File: config.mk
export PLATFORM = sky130hd
export DESIGN_NAME = simon_top
export DESIGN_NICKNAME = d
export VERILOG_FILES = /design/src/verilog/game_pkg.sv /design/src/verilog/display_pkg.sv /design/src/verilog/sequence_show.sv /design/src/verilog/entry_judge.sv /design/src/verilog/game_control.sv /design/src/verilog/score_display.sv /design/src/verilog/simon_top.sv
export SDC_FILE = /design/constraint.sdc
export NUM_CORES = 1
export LEC_CHECK = 0
export ABC_AREA = 1
export BUFFER_PORTS_ARGS = -buffer_cell sky130_fd_sc_hd__buf_2
export CAP_MARGIN = 20
export CORE_ASPECT_RATIO = 0.7
export CORE_UTILIZATION = 43
export CTS_CLUSTER_SIZE = 40
export DETAILED_ROUTE_END_ITERATION = 6
export PLACE_DENSITY = 0.62
export SLEW_MARGIN = 20
export SYNTH_ARGS = -nofsm -noshare
export SYNTH_HDL_FRONTEND = slang
export SYNTH_SLANG_ARGS = --single-unit
File: constraint.sdc
create_clock -name CLOCK_50 -period 3.2 [get_ports CLOCK_50]
set_input_delay 0.48 -clock CLOCK_50 [delete_from_list [all_inputs] [get_ports CLOCK_50]]
set_output_delay 0.48 -clock CLOCK_50 [all_outputs]
set_load 0.05 [all_outputs]
File: src/verilog/game_pkg.sv
`default_nettype none

package game_pkg;

  // one-hot, bit 0 is the first switch / LED
  typedef logic [3:0] colour_t;

  typedef logic [2:0] round_t;
  typedef logic [4:0] score_t;
  typedef logic [1:0] lives_t;

  localparam int MAX_ROUNDS  = 6;
  localparam int START_LIVES = 3;

  // fixed pattern, round r plays the first r entries
  localparam colour_t PATTERN [MAX_ROUNDS] = '{
    4'b0001,
    4'b0010,
    4'b1000,
    4'b1000,
    4'b0100,
    4'b0001
  };

  // top level game states
  typedef enum logic [2:0] {
    st_idle,
    st_show,      // pattern playing
    st_entry,     // player entering
    st_life_lost,
    st_won,
    st_lost
  } game_state_t;

endpackage

`default_nettype wire

File: src/verilog/display_pkg.sv
`default_nettype none

package display_pkg;

  // active low, bit 0 is segment a
  typedef logic [6:0] seg_t;

  localparam seg_t SEG_DIGITS [10] = '{
    7'b1000000,
    7'b1111001,
    7'b0100100,
    7'b0110000,
    7'b0011001,
    7'b0010010,
    7'b0000010,
    7'b1111000,
    7'b0000000,
    7'b0011000
  };

  localparam seg_t SEG_L    = 7'b1000111;
  localparam seg_t SEG_DASH = 7'b0111111; // middle bar only

endpackage

`default_nettype wire

File: src/verilog/sequence_show.sv
`timescale 1ns/1ns
`default_nettype none

module sequence_show #(
  parameter int STEP_CYCLES = 25_000_000
) (
  input  logic              CLOCK_50,
  input  logic              resetn,
  input  logic              show_req,
  input  game_pkg::round_t  round_len,
  output logic              show_ack,
  output game_pkg::colour_t show_led
);

  import game_pkg::*;

  // one step is a dark phase then a lit phase
  localparam int PHASE_W = $clog2(2 * STEP_CYCLES);
  localparam logic [PHASE_W-1:0] PHASE_LAST = PHASE_W'(2 * STEP_CYCLES - 1);
  localparam logic [PHASE_W-1:0] LIT_START  = PHASE_W'(STEP_CYCLES);

  typedef enum logic [1:0] {
    sh_idle,
    sh_play,
    sh_ack
  } show_state_t;

  show_state_t state;
  logic [PHASE_W-1:0] phase_cnt;
  round_t step;

  assign show_led = (state == sh_play && phase_cnt >= LIT_START) ? PATTERN[step] : '0;

  always_ff @(posedge CLOCK_50)
  begin
    if (!resetn)
    begin
      state <= sh_idle;
      phase_cnt <= '0;
      step <= '0;
      show_ack <= 1'b0;
    end
    else
    begin
      case (state)
        sh_idle:
          if (show_req)
          begin
            phase_cnt <= '0;
            step <= '0;
            state <= sh_play;
          end
        sh_play:
          if (phase_cnt != PHASE_LAST)
            phase_cnt <= phase_cnt + 1'b1;
          else
          begin
            phase_cnt <= '0;
            if (step == round_len - 3'd1)
            begin
              show_ack <= 1'b1;
              state <= sh_ack;
            end
            else
              step <= step + 1'b1;
          end
        sh_ack:
          if (!show_req) // controller saw the ack
          begin
            show_ack <= 1'b0;
            state <= sh_idle;
          end
        default: state <= sh_idle;
      endcase
    end
  end

endmodule

`default_nettype wire

File: src/verilog/entry_judge.sv
`timescale 1ns/1ns
`default_nettype none

module entry_judge #(
  parameter int ENTRY_CYCLES = 50_000_000
) (
  input  logic              CLOCK_50,
  input  logic              resetn,
  input  logic              judge_req,
  input  game_pkg::round_t  round_len,
  input  game_pkg::colour_t colour,
  output logic              judge_ack,
  output logic              judge_pass,
  output logic              first_entry
);

  import game_pkg::*;

  localparam int WIN_W = $clog2(ENTRY_CYCLES);
  localparam logic [WIN_W-1:0] WIN_LAST = WIN_W'(ENTRY_CYCLES - 1);

  typedef enum logic [1:0] {
    jd_idle,
    jd_run,
    jd_done
  } judge_state_t;

  judge_state_t state;
  logic [WIN_W-1:0] win_cnt;
  round_t step;
  logic hit;
  logic win_end;

  assign hit = (colour == PATTERN[step]);
  assign win_end = (state == jd_run) && (win_cnt == WIN_LAST);
  assign first_entry = (state == jd_run) && (step == '0);

  always_ff @(posedge CLOCK_50)
  begin
    if (!resetn)
    begin
      state <= jd_idle;
      win_cnt <= '0;
      step <= '0;
      judge_ack <= 1'b0;
    end
    else
    begin
      case (state)
        jd_idle:
          if (judge_req)
          begin
            win_cnt <= '0;
            step <= '0;
            state <= jd_run;
          end
        jd_run:
          if (!win_end)
            win_cnt <= win_cnt + 1'b1;
          else if (!hit || step == round_len - 3'd1)
          begin
            // first miss or last good entry ends the round
            judge_ack <= 1'b1;
            state <= jd_done;
          end
          else
          begin
            win_cnt <= '0;
            step <= step + 1'b1;
          end
        jd_done:
          if (!judge_req)
          begin
            judge_ack <= 1'b0;
            state <= jd_idle;
          end
        default: state <= jd_idle;
      endcase
    end
  end

  // result of the latest sample, held through jd_done
  always_ff @(posedge CLOCK_50)
  begin
    if (win_end)
      judge_pass <= hit;
  end

endmodule

`default_nettype wire

File: src/verilog/game_control.sv
`timescale 1ns/1ns
`default_nettype none

module game_control (
  input  logic             CLOCK_50,
  input  logic             resetn,
  input  logic             go,
  input  logic             show_ack,
  input  logic             judge_ack,
  input  logic             judge_pass,
  output logic             show_req,
  output logic             judge_req,
  output game_pkg::round_t round_len,
  output logic [1:0]       turn_led,
  output logic             win_led,
  output game_pkg::score_t score,
  output game_pkg::score_t high_score,
  output game_pkg::lives_t lives
);

  import game_pkg::*;

  game_state_t state;
  score_t score_sum;

  // score once the current round is cleared
  assign score_sum = score + score_t'(round_len);
  assign win_led = (state == st_won);

  always_comb
  begin
    case (state)
      st_show:  turn_led = 2'b01;
      st_entry: turn_led = 2'b10;
      default:  turn_led = 2'b00;
    endcase
  end

  always_ff @(posedge CLOCK_50)
  begin
    if (!resetn)
    begin
      state <= st_idle;
      show_req <= 1'b0;
      judge_req <= 1'b0;
      round_len <= '0;
      score <= '0;
      high_score <= '0;
      lives <= lives_t'(START_LIVES);
    end
    else
    begin
      case (state)
        st_idle, st_won, st_lost:
          if (go)
          begin
            round_len <= round_t'(1);
            lives <= lives_t'(START_LIVES);
            score <= '0;
            show_req <= 1'b1;
            state <= st_show;
          end
        st_show:
          if (show_ack)
          begin
            show_req <= 1'b0;
            judge_req <= 1'b1;
            state <= st_entry;
          end
        st_entry:
          if (judge_ack)
          begin
            judge_req <= 1'b0;
            if (!judge_pass)
              state <= st_life_lost;
            else if (round_len == round_t'(MAX_ROUNDS))
            begin
              score <= score_sum;
              if (score_sum > high_score)
                high_score <= score_sum;
              state <= st_won;
            end
            else
            begin
              score <= score_sum;
              round_len <= round_len + 1'b1;
              show_req <= 1'b1;
              state <= st_show;
            end
          end
        st_life_lost:
          if (lives == lives_t'(1)) // last life gone
          begin
            lives <= '0;
            if (score > high_score)
              high_score <= score;
            state <= st_lost;
          end
          else
          begin
            lives <= lives - 1'b1;
            show_req <= 1'b1; // replay same round
            state <= st_show;
          end
        default: state <= st_idle;
      endcase
    end
  end

endmodule

`default_nettype wire

File: src/verilog/score_display.sv
`timescale 1ns/1ns
`default_nettype none

module score_display (
  input  game_pkg::score_t  score,
  input  game_pkg::score_t  high_score,
  input  game_pkg::lives_t  lives,
  output display_pkg::seg_t hex0,
  output display_pkg::seg_t hex1,
  output display_pkg::seg_t hex4,
  output display_pkg::seg_t hex6,
  output display_pkg::seg_t hex7
);

  import display_pkg::*;

  logic [3:0] score_ones;
  logic [3:0] score_tens;
  logic [3:0] high_ones;
  logic [3:0] high_tens;

  function automatic seg_t digit_seg(input logic [3:0] d);
    if (d > 4'd9)
      return SEG_DASH;
    return SEG_DIGITS[d];
  endfunction

  // values stay below 32, tens is 0 to 3
  assign score_ones = 4'(score % 5'd10);
  assign score_tens = 4'(score / 5'd10);
  assign high_ones = 4'(high_score % 5'd10);
  assign high_tens = 4'(high_score / 5'd10);

  assign hex0 = digit_seg(score_ones);
  assign hex1 = digit_seg(score_tens);
  assign hex6 = digit_seg(high_ones);
  assign hex7 = digit_seg(high_tens);

  // no lives left only after a lost game
  assign hex4 = (lives == '0) ? SEG_L : digit_seg({2'b00, lives});

endmodule

`default_nettype wire

File: src/verilog/simon_top.sv
`timescale 1ns/1ns
`default_nettype none

module simon_top #(
  parameter int STEP_CYCLES  = 25_000_000,
  parameter int ENTRY_CYCLES = 50_000_000
) (
  input  logic              CLOCK_50,
  input  logic              resetn,
  input  logic              go,
  input  game_pkg::colour_t colour,
  output game_pkg::colour_t pattern_led,
  output logic [1:0]        turn_led,
  output logic              first_entry_led,
  output display_pkg::seg_t hex0,
  output display_pkg::seg_t hex1,
  output display_pkg::seg_t hex4,
  output display_pkg::seg_t hex6,
  output display_pkg::seg_t hex7
);

  import game_pkg::*;

  logic show_req;
  logic show_ack;
  logic judge_req;
  logic judge_ack;
  logic judge_pass;
  logic win_led;
  round_t round_len;
  colour_t show_led;
  score_t score;
  score_t high_score;
  lives_t lives;

  // all four lit after a win
  assign pattern_led = show_led | {4{win_led}};

  sequence_show #(
    .STEP_CYCLES (STEP_CYCLES)
  ) u_show (
    .CLOCK_50  (CLOCK_50),
    .resetn    (resetn),
    .show_req  (show_req),
    .round_len (round_len),
    .show_ack  (show_ack),
    .show_led  (show_led)
  );

  entry_judge #(
    .ENTRY_CYCLES (ENTRY_CYCLES)
  ) u_judge (
    .CLOCK_50    (CLOCK_50),
    .resetn      (resetn),
    .judge_req   (judge_req),
    .round_len   (round_len),
    .colour      (colour),
    .judge_ack   (judge_ack),
    .judge_pass  (judge_pass),
    .first_entry (first_entry_led)
  );

  game_control u_control (
    .CLOCK_50   (CLOCK_50),
    .resetn     (resetn),
    .go         (go),
    .show_ack   (show_ack),
    .judge_ack  (judge_ack),
    .judge_pass (judge_pass),
    .show_req   (show_req),
    .judge_req  (judge_req),
    .round_len  (round_len),
    .turn_led   (turn_led),
    .win_led    (win_led),
    .score      (score),
    .high_score (high_score),
    .lives      (lives)
  );

  score_display u_display (
    .score      (score),
    .high_score (high_score),
    .lives      (lives),
    .hex0       (hex0),
    .hex1       (hex1),
    .hex4       (hex4),
    .hex6       (hex6),
    .hex7       (hex7)
  );

endmodule

`default_nettype wire

# After elaboration in Yosys (flattened, before gate mapping)
# Memories as Yosys holds them, arrays and structs flattened.
# Cells that the tools add are included.
# op_classes
n_addsub	8
div	4
n_lt_le_gt_ge	15
n_eq_ne	37
n_mux	100
bitwise_logic	8
reduce_logical	35
# ops
op	count
$mux W7	21
$mux W26	5
$pmux W26 S2	2
$add A26 B1 Y26 const B	2
$mux W3	15
$mux W5	9
$reduce_and A4 Y1	7
$eq A26 B26 Y1 const B	1
$ge A26 B25 Y1 const B	1
$ne A2 B2 Y1 const B	13
$ne A26 B26 Y1 const B	1
$ge A5 B5 Y1 const B	5
$mux W2	10
$mux W4	5
$not A4 Y5	4
$pmux W5 S2	2
$mux W1	19
$pmux W3 S2	3
$gt A4 B4 Y1 const B	4
$reduce_bool A2 Y1	8
$ne A2 B1 Y1 const B	7
$reduce_and A7 Y1	2
$pmux W2 S3	2
$pmux W3 S4	1
33 further kinds	58
# word_totals
reg_bits	85
romBits	624
out_inout_bits	42
word_cells	230
mem_count	7
# mem_list
memory	words	word_bits	read_ports	rd_ports_with_merged_regs	wr	line	rtl
(no name shown)	16	7	1	0	0	score_display.sv:25	return SEG_DIGITS[d];
(no name shown)	16	7	1	0	0	score_display.sv:25	
(no name shown)	16	7	1	0	0	score_display.sv:25	
(no name shown)	16	7	1	0	0	score_display.sv:25	
(no name shown)	16	7	1	0	0	score_display.sv:25	
(no name shown)	8	4	1	0	0	entry_judge.sv:34	assign hit = (colour == PATTERN[step]);
+1 memories	-	-	-	-	-	-	

# Logic depth before layout (Yosys ltp)
# depth
ltp_word	10
mapped_depth	18
mapped_depth_nobuf	18

# Hierarchy
# From an unflattened synthesis, not the netlist that was laid out.
# hier_totals
cells_unflattened	1056
area_unflattened_um2	6643.9
# by_module_without_submodules
mod	n_inst	cells_each	area_each_um2
entry_judge	1	382	2351.0
sequence_show	1	326	2087.0
game_control	1	212	1453.9
score_display	1	127	718.2
simon_top	1	9	33.8

# Worst setup path before layout
# OpenSTA, ideal clock, no wires.
# synth_timing
path_kind	reg-to-output
from	register u_control.high_score[3]
to	output hex6[1]
t_arrival_ps	3578
required_time_ps	2720
slack_ps	-858
path_stages_with_launch	16
n_path_buf	0
cell_sequence	dfxtp_1 inv_1 ha_1 nand2_1 nand2_1 inv_1 o21ai_1 nand2_1 nand2_1 inv_1 nand2_1 nand2_1 inv_1 ha_1 inv_1 o21ai_0
# synth_via
elab_chain_cells	6
elab_cells_between_ends	8
# synth_rtl
item	line	rtl
start, declared	game_control.sv:17	output game_pkg::score_t high_score,
start signal, assigned	game_control.sv:80	high_score <= score_sum;
start signal, assigned	game_control.sv:96	high_score <= score;
$mod A5 B4 Y5 *	score_display.sv:31	assign high_ones = 4'(high_score % 5'd10);
$not A4 Y5 (implied by the code)	score_display.sv:25	
$mem_v2 Z16 W7	-	
$mux W7 (implied by the code) (2 in series)	score_display.sv:25	
$mux W7 *	score_display.sv:25	
end, declared	simon_top.sv:18	output display_pkg::seg_t hex6,
# Every way passes the cells marked *; elsewhere a longest branch is shown, timed or not. The select of a mux whose other input is x is not followed.

# Final worst setup path
# layout_timing
from	register u_control.high_score[3]
to	output hex6[3]
# The elaborated chain is that of the path after synthesis.

==> flow_metrics.env <==
export IMPL_status="finished, final reports clean"
export IMPL_yosysTopAreaCell="dfxtp_1"
export IMPL_post_route_util=0.524
export IMPL_dieArea_mm2=0.0154
export IMPL_r2r_start="u_control.round_len[1]"
export IMPL_max_slew_worst_pin_slew_ns=0.587
export IMPL_path_depth=19
export IMPL_crit_arrival_ns=2.56
export IMPL_h_tree_depth=3
export IMPL_p_sw_frac=0.390
export IMPL_finalHoldViolations=0
export IMPL_initial_core_util=0.450
export IMPL_drive_gt1_frac=0.139
export IMPL_path_buf_inv=6
export IMPL_yosys_top_cells_count="303 x nand2_1, 148 x inv_1, 112 x nor2_1"
export IMPL_wl_per_cell_um=12.4
export IMPL_num_vias=6434
export IMPL_min_period_ns=3.04
export IMPL_rsz0062_at_grt="true"
export IMPL_synth_top_cell_area_share=0.262
export IMPL_slew_headroom=0.608
export IMPL_first_global_vias=5504
export IMPL_synth_adder_area_share=0.0910
export IMPL_rrSetupSlack_ns=0.24
export IMPL_synth_top_flop_cell="dfxtp_1"
export IMPL_register_area_mm2=0.00172
export IMPL_leakagePower_nw=3.38
export IMPL_cp_slowest_cell="dfxtp_4"
export IMPL_antenna_found_initial=0
export IMPL_clkPwrFrac=0.326
export IMPL_synth_xor_area_frac=0.0260
export IMPL_die_h_um=104
export IMPL_ys_ff_latch=85
export IMPL_area_growth_pct=16.3
export IMPL_synth_cell_types=42
export IMPL_drv_cap=0
export IMPL_synth_edf_count=1
export IMPL_setup_viol=0
export IMPL_root_buffer="clkbuf_16"
export IMPL_fin_setup_tns_ns=0
export IMPL_critPathLaunchType="flip-flop"
export IMPL_postRouteAntennaNets=0
export IMPL_clk_path_buf_depth=2
export IMPL_worstPathMaxFanout=5
export IMPL_final_nets=1152
export IMPL_die_w_um=148
export IMPL_via_per_inst=4.97
export IMPL_numPortBuffers=46
export IMPL_switchingPower_mw=1.40
export IMPL_synth_area_leaders="dfxtp_1 26%, nand2_1 18%, ha_1 8.8%"
export IMPL_power_frac_comb=0.349
export IMPL_async_flop_share=0
export IMPL_core_mm2=0.0142
export IMPL_min_period_over_period=0.949
export IMPL_clk_latency_ns=0.35
export IMPL_critPathCaptureType="output pin"
export IMPL_crit_chain="inv_4 -> ha_1 -> nand2_1 -> nand2_2 -> clkinvlp_4 -> o21ai_4 -> nand2_2 -> nand2_4 -> inv_1 -> nand2_1 -> nand2_2 -> inv_2 -> ha_1 -> inv_2 -> nand3_1 -> nand2_1 -> nand2_1 -> nand3_2 -> buf_8"
export IMPL_yosysWarnings=0
export IMPL_yosysMostFrequentCell="nand2_1"
export IMPL_grt_usage=0.216
export IMPL_skew_ns=0.0108
export IMPL_reg2reg_depth=15
export IMPL_syn_area_mm2=0.00641
export IMPL_cts_made_buffers=9
export IMPL_drc_errors=0
export IMPL_avgSynthCellArea_um2=6.14
export IMPL_cpMostUsedCell="nand2_1"
export IMPL_synth_simple_gate_area_frac=0.408
export IMPL_seqPwrFrac=0.324
export IMPL_seq_area_frac_synth=0.267
export IMPL_clkTransAtPathRegs_ns=0.06
export IMPL_cts_tree="built"
export IMPL_critPathTopFamily="simple AND/OR/NAND/NOR gates"
export IMPL_grt_overflow=0
export IMPL_holdPathEnd="u_judge.judge_ack"
export IMPL_drt_iter0_markers=529
export IMPL_path_class="flip-flop to output pin"
export IMPL_multi_input_area_mm2=0.00416
export IMPL_synth_top_family_by_area="simple AND/OR/NAND/NOR gates"
export IMPL_synth_compound_area_share=0.100
export IMPL_drt_pass1_iter_count=5
export IMPL_rows=36
export IMPL_min_delay_start="u_judge.judge_ack"
export IMPL_numClockSinks=85
export IMPL_required_ns=2.72
export IMPL_p_per_area_mw_per_mm2=483
export IMPL_gp_congestion=0.898
export IMPL_ios=49
export IMPL_grt_pass1_wl_um=27200
export IMPL_diodes=0
export IMPL_peakVddDrop_uv=276
export IMPL_min_path_cells=2
export IMPL_synthMuxAreaShare=0
export IMPL_rr_endpoint="u_control.high_score[3]"
export IMPL_critPathMaxStageDelay_ns=0.36
export IMPL_dpl_hpwl_um=12100
export IMPL_synthCells=1043
export IMPL_hold_path_class="flip-flop to flip-flop"
export IMPL_drt_total_wl_um=16100
export IMPL_grt_max_degree=49
export IMPL_internal_power_mw=2.19
export IMPL_nFillCells=1499
export IMPL_maxSlewViolCount=0
export IMPL_max_freq_ghz=0.329
[kinds of logic after synthesis]
group                    count (synthesis)
adder cells (fa/ha/maj)                 46
other                                    1
buffers and inverters                  173
AO/OA/AOI/OAI                          117
XOR/XNOR                                19
flip-flops                              85
AND/OR/NAND/NOR                        602
[state kept, by name, indices dropped and copies added (netlist names), 2 cells and up]
| register | flops |
|---|---|
| u_judge.win_cnt | 26 |
| u_show.phase_cnt | 26 |
| u_control.high_score | 5 |
| u_control.score | 5 |
| u_control.round_len | 3 |
| u_control.state | 3 |
| u_judge.step | 3 |
| u_show.step | 3 |
| u_control.lives | 2 |
| u_judge.state | 2 |
| u_show.state | 2 |
[worst reg2reg max path, delay by kind of cell, from the launching register on]
family / cells / cell delay, ns
simple gates: 8 / 0.93
fa+ha+maj: 2 / 0.74
compound gates: 3 / 0.41
flops: 1 / 0.41
xor+xnor: 1 / 0.27
buf+inv: 1 / 0.11
[through the flow]
step	area (um^2)	hold WS (ns)	worst slack [ns]	power, mW	std cells
floorplan	6450	0.428	-0.0236	2.09	1044
global placement	6880	0.467	0.200	2.39	1269
detailed placement	6880	0.460	0.0862	2.38	1269
CTS	7290	0.468	0.0204	3.60	1285
global route	7450	0.494	-0.0531	3.82	1294
finish	7450	0.469	0.164	3.60	1294
[power groups by stage]
stage / Clock [mW] / Sequential [mW] / Combinational (mW)
after global placement: 0 / 1.19 / 1.20
after global routing: 1.25 / 1.18 / 1.39
final: 1.17 / 1.17 / 1.26
after detailed placement: 0 / 1.19 / 1.20
after floorplan: 0 / 1.18 / 0.913
after CTS: 1.21 / 1.17 / 1.23
[what timing repair did]
item	4_1_cts	5_1_grt
pin swaps	1	9
setup endpoints to repair	13	19
setup buffers	0	9
hold buffers	0	0
resized for setup	26	32
[cell usage in the layout (no fill, tap or decap), drive strengths merged, types with 30 or more instances in the layout]
| cell type | n |
|---|---|
| nand4 | 32 |
| a21oi | 72 |
| nand2 | 310 |
| nor2 | 119 |
| nand3 | 103 |
| buf | 65 |
| dfxtp | 84 |
| ha | 45 |
| o21ai | 30 |
| inv | 151 |
[routing by layer]
metal	vias to the layer above	part of all wire	track usage
met5	-	0	0
li1	3442	-	-
met1	2825	0.55	0.343
met4	0	0.0098	0.0442
met3	17	0.057	0.0487
met2	150	0.39	0.287
[cell type report]
cell class	instances	share of cell area
repair buffers	66	0.0579
clock buffers	11	0.0339
well taps	190	0.0319
inverters	151	0.0769
flip-flops and latches	85	0.230
multi-input cells	786	0.558
clock inverters	5	0.0109
[worst max-delay path by stage]
stage / start / endpoint / slack, ns
final: u_control.high_score[3] / hex6[3] / 0.16
after global routing: u_control.score[3] / hex0[3] / -0.05
after CTS: u_control.score[3] / hex0[3] / 0.02
after detailed placement: u_control.round_len[1] / u_control.high_score[3] / 0.09
after global placement: u_control.round_len[0] / u_control.high_score[1] / 0.20
after floorplan: u_control.high_score[3] / hex6[5] / -0.02
Note: power is estimated with default switching activity, not from simulation.
